### src/common/spim_pkg.sv
// SPI master shared definitions
// Command opcodes, command field positions, widths, FIFO depths and FSM states

package spim_pkg;

    //////////////////////////////////////////////////
    // Widths
    //////////////////////////////////////////////////

    localparam int WORD_W   = 32;
    // Word bit counter, carries the bit count minus one (1 to 32 bits)
    localparam int BITCNT_W = 5;
    localparam int DIV_W    = 8;
    localparam int CNT_W    = 16;
    localparam int LIT_W    = 16;

    // Chip selects
    localparam int CS_N     = 4;
    localparam int CS_IDX_W = $clog2(CS_N);

    //////////////////////////////////////////////////
    // Command word fields
    //////////////////////////////////////////////////

    localparam int OP_MSB  = 31;
    localparam int OP_LSB  = 28;
    // Literal bit count minus one, bits 19 to 16 of OP_SEND_CMD
    localparam int LEN_LSB = 16;
    localparam int LEN_W   = 4;

    // Buffer depths
    localparam int CMD_FIFO_DEPTH = 4;
    localparam int TX_FIFO_DEPTH  = 4;
    localparam int RX_FIFO_DEPTH  = 4;

    // SPI clock half period is DIV_RESET+1 cycles out of reset
    localparam int DIV_RESET = 3;

    typedef enum logic [3:0] {
        OP_CFG      = 4'd0,
        OP_SOT      = 4'd1,
        OP_SEND_CMD = 4'd2,
        OP_TX_DATA  = 4'd3,
        OP_RX_DATA  = 4'd4,
        OP_EOT      = 4'd5
    } spim_op_e;

    typedef enum logic [1:0] {
        IDLE,
        EXEC,
        WAIT_WORD,
        FINISH
    } seq_state_e;

endpackage
### src/common/spim_shift_if.sv
// SPI master shift request channel
// Carries one word transfer from the sequencer to the shift engine and back

`timescale 1ns/100ps

interface spim_shift_if import spim_pkg::*; ();

    // Request side, captured by the shifter on start
    logic                start;
    logic [BITCNT_W-1:0] bits;
    logic [WORD_W-1:0]   tx_word;
    logic [DIV_W-1:0]    div;

    // Completion side
    logic                busy;
    logic                done;
    logic [WORD_W-1:0]   rx_word;

    modport seq
    (
        output start, bits, tx_word, div,
        input  busy, done, rx_word
    );

    modport shf
    (
        input  start, bits, tx_word, div,
        output busy, done, rx_word
    );

endinterface

### src/source/spim_top.sv
// SPI master top level
// Command, transmit and receive FIFOs around the command sequencer
// and the single lane shift engine

`timescale 1ns/100ps

module spim_top import spim_pkg::*;
(
    input  logic              sys_clk_i,
    input  logic              rst_n_i,

    input  logic [WORD_W-1:0] cmd_i,
    input  logic              cmd_valid_i,
    output logic              cmd_ready_o,

    input  logic [WORD_W-1:0] tx_data_i,
    input  logic              tx_valid_i,
    output logic              tx_ready_o,

    output logic [WORD_W-1:0] rx_data_o,
    output logic              rx_valid_o,
    input  logic              rx_ready_i,

    output logic              eot_o,

    output logic              spi_clk_o,
    output logic [CS_N-1:0]   spi_csn_o,
    output logic              spi_sdo_o,
    input  logic              spi_sdi_i
);

    logic [WORD_W-1:0] s_cmd;
    logic              s_cmd_valid;
    logic              s_cmd_ready;

    logic [WORD_W-1:0] s_tx_data;
    logic              s_tx_valid;
    logic              s_tx_ready;

    logic [WORD_W-1:0] s_rx_data;
    logic              s_rx_valid;
    logic              s_rx_ready;

    spim_shift_if u_shift_if ();

    //////////////////////////////////////////////////
    // Input and output buffering
    //////////////////////////////////////////////////

    spim_fifo #(.DEPTH(CMD_FIFO_DEPTH)) u_cmd_fifo
    (
        .clk_i        ( sys_clk_i   ),
        .rst_n_i      ( rst_n_i     ),
        .push_data_i  ( cmd_i       ),
        .push_valid_i ( cmd_valid_i ),
        .push_ready_o ( cmd_ready_o ),
        .pop_data_o   ( s_cmd       ),
        .pop_valid_o  ( s_cmd_valid ),
        .pop_ready_i  ( s_cmd_ready )
    );

    spim_fifo #(.DEPTH(TX_FIFO_DEPTH)) u_tx_fifo
    (
        .clk_i        ( sys_clk_i  ),
        .rst_n_i      ( rst_n_i    ),
        .push_data_i  ( tx_data_i  ),
        .push_valid_i ( tx_valid_i ),
        .push_ready_o ( tx_ready_o ),
        .pop_data_o   ( s_tx_data  ),
        .pop_valid_o  ( s_tx_valid ),
        .pop_ready_i  ( s_tx_ready )
    );

    spim_fifo #(.DEPTH(RX_FIFO_DEPTH)) u_rx_fifo
    (
        .clk_i        ( sys_clk_i  ),
        .rst_n_i      ( rst_n_i    ),
        .push_data_i  ( s_rx_data  ),
        .push_valid_i ( s_rx_valid ),
        .push_ready_o ( s_rx_ready ),
        .pop_data_o   ( rx_data_o  ),
        .pop_valid_o  ( rx_valid_o ),
        .pop_ready_i  ( rx_ready_i )
    );

    //////////////////////////////////////////////////
    // Sequencer and shift engine
    //////////////////////////////////////////////////

    spim_sequencer u_seq
    (
        .clk_i       ( sys_clk_i   ),
        .rst_n_i     ( rst_n_i     ),
        .cmd_data_i  ( s_cmd       ),
        .cmd_valid_i ( s_cmd_valid ),
        .cmd_ready_o ( s_cmd_ready ),
        .tx_data_i   ( s_tx_data   ),
        .tx_valid_i  ( s_tx_valid  ),
        .tx_ready_o  ( s_tx_ready  ),
        .rx_data_o   ( s_rx_data   ),
        .rx_valid_o  ( s_rx_valid  ),
        .rx_ready_i  ( s_rx_ready  ),
        .shift       ( u_shift_if  ),
        .spi_csn_o   ( spi_csn_o   ),
        .eot_o       ( eot_o       )
    );

    spim_shifter u_shf
    (
        .clk_i     ( sys_clk_i  ),
        .rst_n_i   ( rst_n_i    ),
        .shift     ( u_shift_if ),
        .spi_clk_o ( spi_clk_o  ),
        .spi_sdo_o ( spi_sdo_o  ),
        .spi_sdi_i ( spi_sdi_i  )
    );

endmodule

### src/source/spim_shifter.sv
// SPI master shift engine
// Mode 0 clock generation from the divider, MSB first transmit on the
// falling edge and receive sampling on the rising edge

`timescale 1ns/100ps

module spim_shifter import spim_pkg::*;
(
    input  logic      clk_i,
    input  logic      rst_n_i,

    spim_shift_if.shf shift,

    output logic      spi_clk_o,
    output logic      spi_sdo_o,
    input  logic      spi_sdi_i
);

    logic [DIV_W-1:0]    div_q;
    logic [DIV_W-1:0]    div_cnt_q;
    logic                phase_q;
    logic [BITCNT_W-1:0] bit_cnt_q;
    logic                busy_q;
    logic                done_q;
    logic [WORD_W-1:0]   tx_sr_q;
    logic [WORD_W-1:0]   rx_sr_q;
    logic                half_end;
    logic                rise;
    logic                fall;

    // Each half period lasts div+1 cycles
    assign half_end = busy_q && (div_cnt_q == div_q);
    assign rise     = half_end && !phase_q;
    assign fall     = half_end && phase_q;

    assign spi_clk_o     = phase_q;
    assign spi_sdo_o     = tx_sr_q[WORD_W-1];
    assign shift.busy    = busy_q;
    assign shift.done    = done_q;
    assign shift.rx_word = rx_sr_q;

    //////////////////////////////////////////////////
    // Clock phase and bit counting
    //////////////////////////////////////////////////

    always_ff @(posedge clk_i)
    begin
        if (!rst_n_i)
        begin
            busy_q    <= 1'b0;
            done_q    <= 1'b0;
            phase_q   <= 1'b0;
            div_cnt_q <= '0;
            bit_cnt_q <= '0;
        end
        else
        begin
            done_q <= 1'b0;
            if (shift.start)
            begin
                busy_q    <= 1'b1;
                phase_q   <= 1'b0;
                div_cnt_q <= '0;
                bit_cnt_q <= shift.bits;
            end
            else if (busy_q)
            begin
                if (half_end)
                begin
                    div_cnt_q <= '0;
                    phase_q   <= ~phase_q;
                    // Last falling edge closes the word
                    if (fall)
                    begin
                        if (bit_cnt_q == '0)
                        begin
                            busy_q <= 1'b0;
                            done_q <= 1'b1;
                        end
                        else
                            bit_cnt_q <= bit_cnt_q - 1'b1;
                    end
                end
                else
                    div_cnt_q <= div_cnt_q + 1'b1;
            end
        end
    end

    // Shift registers, loaded on start
    always_ff @(posedge clk_i)
    begin
        if (shift.start)
        begin
            div_q   <= shift.div;
            tx_sr_q <= shift.tx_word;
            rx_sr_q <= '0;
        end
        else
        begin
            if (rise)
                rx_sr_q <= {rx_sr_q[WORD_W-2:0], spi_sdi_i};
            if (fall)
                tx_sr_q <= {tx_sr_q[WORD_W-2:0], 1'b0};
        end
    end

    a_clk_low_when_idle : assert property (@(posedge clk_i) disable iff (!rst_n_i)
        !shift.busy |-> !spi_clk_o);

endmodule

### src/source/spim_sequencer.sv
// SPI master command sequencer
// Decodes the command stream, holds chip select and divider, and issues
// one shift request per word until the command is done

`timescale 1ns/100ps

module spim_sequencer import spim_pkg::*;
(
    input  logic              clk_i,
    input  logic              rst_n_i,

    input  logic [WORD_W-1:0] cmd_data_i,
    input  logic              cmd_valid_i,
    output logic              cmd_ready_o,

    input  logic [WORD_W-1:0] tx_data_i,
    input  logic              tx_valid_i,
    output logic              tx_ready_o,

    output logic [WORD_W-1:0] rx_data_o,
    output logic              rx_valid_o,
    input  logic              rx_ready_i,

    spim_shift_if.seq         shift,

    output logic [CS_N-1:0]   spi_csn_o,
    output logic              eot_o
);

    seq_state_e         state_q;
    spim_op_e           op;
    logic               multi_word;
    logic [DIV_W-1:0]   div_q;
    logic [CS_N-1:0]    csn_q;
    logic               eot_q;
    logic [CNT_W-1:0]   word_cnt_q;

    // Head of the command FIFO stays put until it is popped
    assign op         = spim_op_e'(cmd_data_i[OP_MSB:OP_LSB]);
    assign multi_word = (op == OP_SEND_CMD) || (op == OP_TX_DATA) || (op == OP_RX_DATA);

    assign spi_csn_o  = csn_q;
    assign eot_o      = eot_q;
    assign shift.div  = div_q;

    //////////////////////////////////////////////////
    // Shift request assembly
    //////////////////////////////////////////////////

    always_comb
    begin
        shift.start   = 1'b0;
        shift.bits    = BITCNT_W'(WORD_W - 1);
        shift.tx_word = '0;
        case (op)
            OP_SEND_CMD:
            begin
                // Literal goes out left aligned
                shift.bits    = BITCNT_W'(cmd_data_i[LEN_LSB +: LEN_W]);
                shift.tx_word = {cmd_data_i[LIT_W-1:0], {(WORD_W - LIT_W){1'b0}}};
                shift.start   = (state_q == EXEC);
            end
            OP_TX_DATA:
            begin
                shift.tx_word = tx_data_i;
                shift.start   = (state_q == EXEC) && tx_valid_i;
            end
            OP_RX_DATA:
                // Room in the rx FIFO now means room at done
                shift.start   = (state_q == EXEC) && rx_ready_i;
            default: ;
        endcase
    end

    assign tx_ready_o = (state_q == EXEC) && (op == OP_TX_DATA);
    assign rx_data_o  = shift.rx_word;
    assign rx_valid_o = (state_q == WAIT_WORD) && shift.done && (op == OP_RX_DATA);

    always_comb
    begin
        case (state_q)
            IDLE:    cmd_ready_o = cmd_valid_i && !multi_word;
            FINISH:  cmd_ready_o = 1'b1;
            default: cmd_ready_o = 1'b0;
        endcase
    end

    //////////////////////////////////////////////////
    // Control FSM
    //////////////////////////////////////////////////

    always_ff @(posedge clk_i)
    begin
        if (!rst_n_i)
        begin
            state_q    <= IDLE;
            div_q      <= DIV_W'(DIV_RESET);
            csn_q      <= '1;
            eot_q      <= 1'b0;
            word_cnt_q <= '0;
        end
        else
        begin
            eot_q <= 1'b0;
            case (state_q)
                IDLE:
                begin
                    if (cmd_valid_i)
                    begin
                        case (op)
                            OP_CFG:
                                div_q <= cmd_data_i[DIV_W-1:0];
                            OP_SOT:
                                csn_q <= ~(CS_N'(1) << cmd_data_i[CS_IDX_W-1:0]);
                            OP_EOT:
                            begin
                                csn_q <= '1;
                                eot_q <= cmd_data_i[0];
                            end
                            OP_SEND_CMD:
                            begin
                                word_cnt_q <= '0;
                                state_q    <= EXEC;
                            end
                            OP_TX_DATA, OP_RX_DATA:
                            begin
                                word_cnt_q <= cmd_data_i[CNT_W-1:0];
                                state_q    <= EXEC;
                            end
                            default: ;
                        endcase
                    end
                end
                EXEC:
                begin
                    if (shift.start)
                        state_q <= WAIT_WORD;
                end
                WAIT_WORD:
                begin
                    if (shift.done)
                    begin
                        if (word_cnt_q == '0)
                            state_q <= FINISH;
                        else
                        begin
                            word_cnt_q <= word_cnt_q - 1'b1;
                            state_q    <= EXEC;
                        end
                    end
                end
                FINISH:
                    state_q <= IDLE;
                default:
                    state_q <= IDLE;
            endcase
        end
    end

    a_one_chip_selected : assert property (@(posedge clk_i) disable iff (!rst_n_i)
        $onehot0(~spi_csn_o));

    // The shifter drops busy only on the cycle of done
    a_no_start_when_busy : assert property (@(posedge clk_i) disable iff (!rst_n_i)
        shift.start |-> !shift.busy);

endmodule

### src/source/spim_fifo.sv
// Word FIFO, first word fall through
// Circular buffer with valid/ready handshakes on the push and pop sides

`timescale 1ns/100ps

module spim_fifo import spim_pkg::*;
#(
    parameter int DEPTH = 4
)
(
    input  logic              clk_i,
    input  logic              rst_n_i,

    input  logic [WORD_W-1:0] push_data_i,
    input  logic              push_valid_i,
    output logic              push_ready_o,

    output logic [WORD_W-1:0] pop_data_o,
    output logic              pop_valid_o,
    input  logic              pop_ready_i
);

    localparam int PTR_W = (DEPTH > 1) ? $clog2(DEPTH) : 1;
    localparam int OCC_W = $clog2(DEPTH + 1);

    logic [WORD_W-1:0] mem [DEPTH];
    logic [PTR_W-1:0]  wr_ptr_q;
    logic [PTR_W-1:0]  rd_ptr_q;
    logic [OCC_W-1:0]  count_q;
    logic              push;
    logic              pop;

    assign push_ready_o = (count_q != OCC_W'(DEPTH));
    assign pop_valid_o  = (count_q != '0);
    assign pop_data_o   = mem[rd_ptr_q];

    assign push = push_valid_i && push_ready_o;
    assign pop  = pop_valid_o && pop_ready_i;

    always_ff @(posedge clk_i)
    begin
        if (push)
            mem[wr_ptr_q] <= push_data_i;
    end

    always_ff @(posedge clk_i)
    begin
        if (!rst_n_i)
        begin
            wr_ptr_q <= '0;
            rd_ptr_q <= '0;
            count_q  <= '0;
        end
        else
        begin
            if (push)
                wr_ptr_q <= (wr_ptr_q == PTR_W'(DEPTH - 1)) ? '0 : wr_ptr_q + 1'b1;
            if (pop)
                rd_ptr_q <= (rd_ptr_q == PTR_W'(DEPTH - 1)) ? '0 : rd_ptr_q + 1'b1;
            // Simultaneous push and pop keeps the count
            if (push && !pop)
                count_q <= count_q + 1'b1;
            else if (pop && !push)
                count_q <= count_q - 1'b1;
        end
    end

    a_count_in_range : assert property (@(posedge clk_i) disable iff (!rst_n_i)
        count_q <= OCC_W'(DEPTH));

endmodule

### config.mk
export PLATFORM = sky130hd
export DESIGN_NAME = spim_top
export DESIGN_NICKNAME = d
export VERILOG_FILES = /design/src/common/spim_pkg.sv /design/src/common/spim_shift_if.sv /design/src/source/spim_top.sv /design/src/source/spim_shifter.sv /design/src/source/spim_sequencer.sv /design/src/source/spim_fifo.sv
export SDC_FILE = /design/constraint.sdc
export NUM_CORES = 1
export LEC_CHECK = 0
export CAP_MARGIN = 20
export CORE_ASPECT_RATIO = 0.6
export CORE_MARGIN = 5
export CORE_UTILIZATION = 40
export CTS_CLUSTER_DIAMETER = 120
export CTS_CLUSTER_SIZE = 16
export DETAILED_ROUTE_END_ITERATION = 12
export DONT_BUFFER_PORTS = 1
export PLACE_DENSITY = 0.51
export SETUP_SLACK_MARGIN = 0.2
export SYNTH_ARGS = -nofsm -noshare
export SYNTH_HDL_FRONTEND = slang
export SYNTH_HIERARCHICAL = 1
export SYNTH_SLANG_ARGS = --single-unit
export TNS_END_PERCENT = 10
### constraint.sdc
create_clock -name sys_clk_i -period 6 [get_ports sys_clk_i]
set_input_delay 1.2 -clock sys_clk_i [delete_from_list [all_inputs] [get_ports sys_clk_i]]
set_output_delay 1.2 -clock sys_clk_i [all_outputs]
set_load 0.05 [all_outputs]
* After elaboration in Yosys (flattened, before gate mapping)
Memories as Yosys holds them, arrays and structs flattened. A register that Yosys moved wholly into a read port is not among the register bits.
Cells that the tools add are included.
** Word-level totals
- Register bits :: 140
- Bits in latches :: 0
- RAM bits :: 384
- ROM bits :: 0
- Input bits :: 70
- Output and inout port bits :: 42
- Word-level logic and storage cells :: 183
- Memories :: 3
** Operators by class
- $add $sub $neg :: 15
- Multipliers :: 0
- Div/mod/pow operators :: 0
- $lt $le $gt $ge :: 0
- Equal/unequal tests :: 25
- Shift operators :: 1
- Muxes and demuxes :: 54
- Bitwise gates (word level) :: 6
- Reductions and logical operators :: 57
** Memory list
- u_cmd_fifo.mem :: depth 4, width 32, rd ports 1, clocked after Yosys merged registers in 1, write ports 1, RTL line spim_fifo.sv:26 : logic [WORD_W-1:0] mem [DEPTH];
- u_rx_fifo.mem :: depth 4, width 32, rd ports 1, clocked after Yosys merged registers in 1, write ports 1, RTL line spim_fifo.sv:26
- u_tx_fifo.mem :: depth 4, width 32, rd ports 1, clocked after Yosys merged registers in 1, write ports 1, RTL line spim_fifo.sv:26
** Operators with widths (number)
- $mux W32 :: 2
- $pmux W16 S2 :: 2
- $pmux W32 S2 :: 1
- $mux W16 :: 3
- $mux W2 :: 17
- $mux W5 :: 6
- $logic_and A1 B1 Y1 :: 21
- $mux W3 :: 6
- $eq A2 B2 Y1 const B :: 8
- $logic_not A16 Y1 :: 1
- $reduce_bool A2 Y1 :: 8
- $sub A16 B1 Y16 const B :: 1
- $add A2 B1 Y2 const B :: 6
- $mux W1 :: 12
- $reduce_and A4 Y1 :: 3
- $add A3 B1 Y3 const B :: 3
- $ne A3 B3 Y1 const B :: 3
- $reduce_bool A3 Y1 :: 3
- $sub A3 B1 Y3 const B :: 3
- $add A8 B1 Y8 const B :: 1
- $eq A4 B2 Y1 const B :: 2
- $eq A4 B3 Y1 const B :: 2
- $eq A8 B8 Y1 :: 1
- $logic_not A1 Y1 :: 8
- other kinds (24) :: 35

* Logic depth before layout (Yosys ltp)
- Depth after elaboration :: 10
- Depth in mapped cells :: 16
- Gate-level depth less buffers :: 13

* Hierarchy
Netlist, hierarchy kept.
** By module, submodules not included
- spim_fifo :: times used 3, cells an instance 218, area an instance 5094.9 um^2, sequential area each 4023.9 um^2
- spim_shifter :: times used 1, cells an instance 284, area an instance 3609.7 um^2, sequential area each 2162.1 um^2
- spim_sequencer :: times used 1, cells an instance 307, area an instance 2497.4 um^2, sequential area each 620.6 um^2

* Worst setup path before layout
No wires, ideal clock.
- Kind :: register to register
- Start :: register (tool-made name)
- End :: register u_shf.tx_sr_q[0] (enable)
- Library setup time :: 0.389 ns
- Arrival :: 4.047 ns
- Data required time :: 5.611 ns
- Setup slack :: 1.564 ns
- Stages on the path, launching flop included :: 11
- Buffers on the path :: 4
- Period minus slack after synthesis :: 4.436 ns
- Path through :: dfxtp_1 -> buf_2 -> buf_4 -> mux4_2 -> clkbuf_1 -> nor4b_1 -> a211oi_1 -> nor3b_1 -> clkbuf_1 -> clkinv_1 -> nand2_1
** RTL lines
- end signal: assignment :: RTL line spim_shifter.sv:96 : tx_sr_q <= shift.tx_word;
- end signal: assignment :: RTL line spim_shifter.sv:104 : tx_sr_q <= {tx_sr_q[WORD_W-2:0], 1'b0};
- end: declaration :: RTL line spim_shifter.sv:25 : logic [WORD_W-1:0] tx_sr_q;

==> results.json <==
{
  "grt_pass1_vias": 9904,
  "whs_ns": 0.4365,
  "maxClockFrequency_mhz": 241.5,
  "fin_cells": 1874,
  "drc": 0,
  "antenna_found_initial": 0,
  "htreeDepth": 2,
  "wire_per_inst_um": 21.37,
  "cts_hold_buffers": 0,
  "clock-sinks": 498,
  "dp_hpwl_um": 24900,
  "final_cell_area_um2": 21680,
  "final_nets": 1265,
  "drv_slew": 0,
  "period_share_pct": 69.01,
  "start_util_pct": 40.71,
  "static-leakage-power_nw": 7.170,
  "grt_overflow": 0,
  "syn2layout_area_growth_pct": 7.068,
  "arrival_ns": 4.60,
  "cts_inserted_buffers": 37,
  "via_per_inst": 5.238,
  "setup_violations": 0,
  "cts_tree": "yes",
  "pin_count": 112,
  "worstPathRequired_ns": 6.46,
  "fin_worst_skew_ns": 0.02557,
  "io_buffer_count": 0,
  "fin_crit_ns": 4.141,
  "dr.pass1.iters": 5,
  "grt_pass1_wl_um": 62700,
  "start_kind": "flip-flop",
  "syn_nets": 1306,
  "finalSetupTns_ns": 0,
  "num_vias": 9816,
  "cts_buffer_depth": 3,
  "core_um2": 49740,
  "die_area_um2": 55370,
  "n_fill_cell": 4375,
  "hold_class": "reg2reg",
  "grt_start_max_net_pins": 73,
  "die_w_um": 300.5,
  "grt_util_all_layers_pct": 14.60,
  "crit_fanout": 17,
  "hold_depth": 0,
  "ir_drop_mv": 0.1554,
  "clock-root-buffer": "clkbuf_16",
  "antenna_cells": 0,
  "wl_um": 40050,
  "place_inst": 1807,
  "detail-route-antenna-nets": 0,
  "hold_violations": 0,
  "worstMarginPinSlew_ns": 0.9698,
  "cts_resized": 0,
  "clk_pin_slew_worst_paths_ns": 0.07,
  "status": "finished, final reports clean",
  "clkLatencyLatePin_ns": 0.54,
  "place_area_um2": 20600,
  "path_class": "reg2reg",
  "cts_setup_buffers": 0,
  "fp.dieH_um": 184.3,
  "max_slew_margin_pct": 35.35,
  "max-cap-violations": 0,
  "ys_warn_count": 6,
  "gp_congestion": 0.7594,
  "first_iter_violations": 657,
  "power.density_nw_per_um2": 341.9,
  "final_util_pct": 43.59,
  "synth_area_um2": 20250,
  "r2r_cells": 11,
  "synth_cells": 1205,
  "placementRows": 63,
  "rsz0062_at_grt": "no",
  "layout-drive-gt1-share_pct": 18.29,
  "postSynthAreaPerCell_um2": 16.81,
  "endpoint_kind": "flip-flop"
}
## critical path: stages, from the launching register on
cell and delay (ns):
dfxtp_1 0.59, buf_4 0.37, mux4_2 0.43, or3b_1 0.49, nor3_1 0.58, and2_4 0.29
ha_1 0.18, inv_1 0.06, fa_1 0.37, xor2_1 0.16, or3_2 0.41, a21boi_1 0.14
## report_power, final
| part | switching, W | leakage [nW] | internal (W) |
|---|---|---|---|
| registers | 0.000106 | 4.71 | 0.00393 |
| logic | 0.000622 | 1.94 | 0.000396 |
| clock network | 0.00115 | 0.514 | 0.00120 |
## flip-flops by register name, summed over array words and instances (netlist names), 3 cells and up, named ones only
register	count
u_shf/div_cnt_q	8
u_cmd_fifo/mem	96
u_seq/shift.div	8
u_rx_fifo/mem	128
u_shf/shift.rx_word	32
u_seq/spi_csn_o	4
u_shf/div_q	8
u_shf/bit_cnt_q	5
u_tx_fifo/count_q	3
u_rx_fifo/count_q	3
u_tx_fifo/mem	128
u_seq/word_cnt_q	16
u_shf/tx_sr_q	32
u_cmd_fifo/count_q	3
## layout by cell type, fill, tap and decap left out, drive strengths merged, types with 11 or more instances in the layout
master  instances
and2           25
inv            23
nor3           13
a31oi          12
ha             28
a31o           13
clkbuf         65
buf            14
nor2           61
a21oi          11
mux2i          46
and3           13
edfxtp        392
a22o           17
dfxtp         106
xnor2          16
mux2           31
o21ai          28
nand2          60
mux4           88
nand3          19
## final timing paths
kind | start | endpoint | slack (ns)
max | flip-flop | u_rx_fifo/count_q[2]$_SDFFE_PN0P_ | 1.86
min reg2reg | u_seq/shift.div[2]$_SDFFE_PN0P_ | u_shf/div_q[2]$_DFFE_PP_ | 0.44
min | u_seq/shift.div[2]$_SDFFE_PN0P_ | u_shf/div_q[2]$_DFFE_PP_ | 0.44
max reg2reg | flip-flop | u_rx_fifo/count_q[2]$_SDFFE_PN0P_ | 1.86
## cell type report
| cell class | count | area (um^2) | share of cell area [%] |
|---|---|---|---|
| sequential | 498 | 13900 | 64.10 |
| multi-input combinational | 590 | 5655 | 26.08 |
| clock buffer | 65 | 1052 | 4.853 |
| tap | 682 | 853.3 | 3.936 |
| timing repair buffer | 14 | 105.1 | 0.4847 |
| inverter | 23 | 86.33 | 0.3982 |
| clock inverter | 2 | 32.53 | 0.1500 |
## per-stage QoR
step                setup WS [ns]  power (W)
global route                1.596   0.007787
detailed placement          1.830   0.005143
global placement            1.893   0.005129
finish                      1.859   0.007414
CTS                         1.813   0.007526
floorplan                   1.651   0.004885
## routing by layer
layer / up-vias / GRT usage (%) / part of all wire, %
met3: 49 / 3.438 / 5.7
met5: - / 0 / 0
met4: 0 / 3.008 / 1.7
li1: 4561 / - / -
met2: 191 / 21.50 / 43
met1: 5015 / 22.26 / 50
Note: power is estimated with default switching activity, not from simulation.
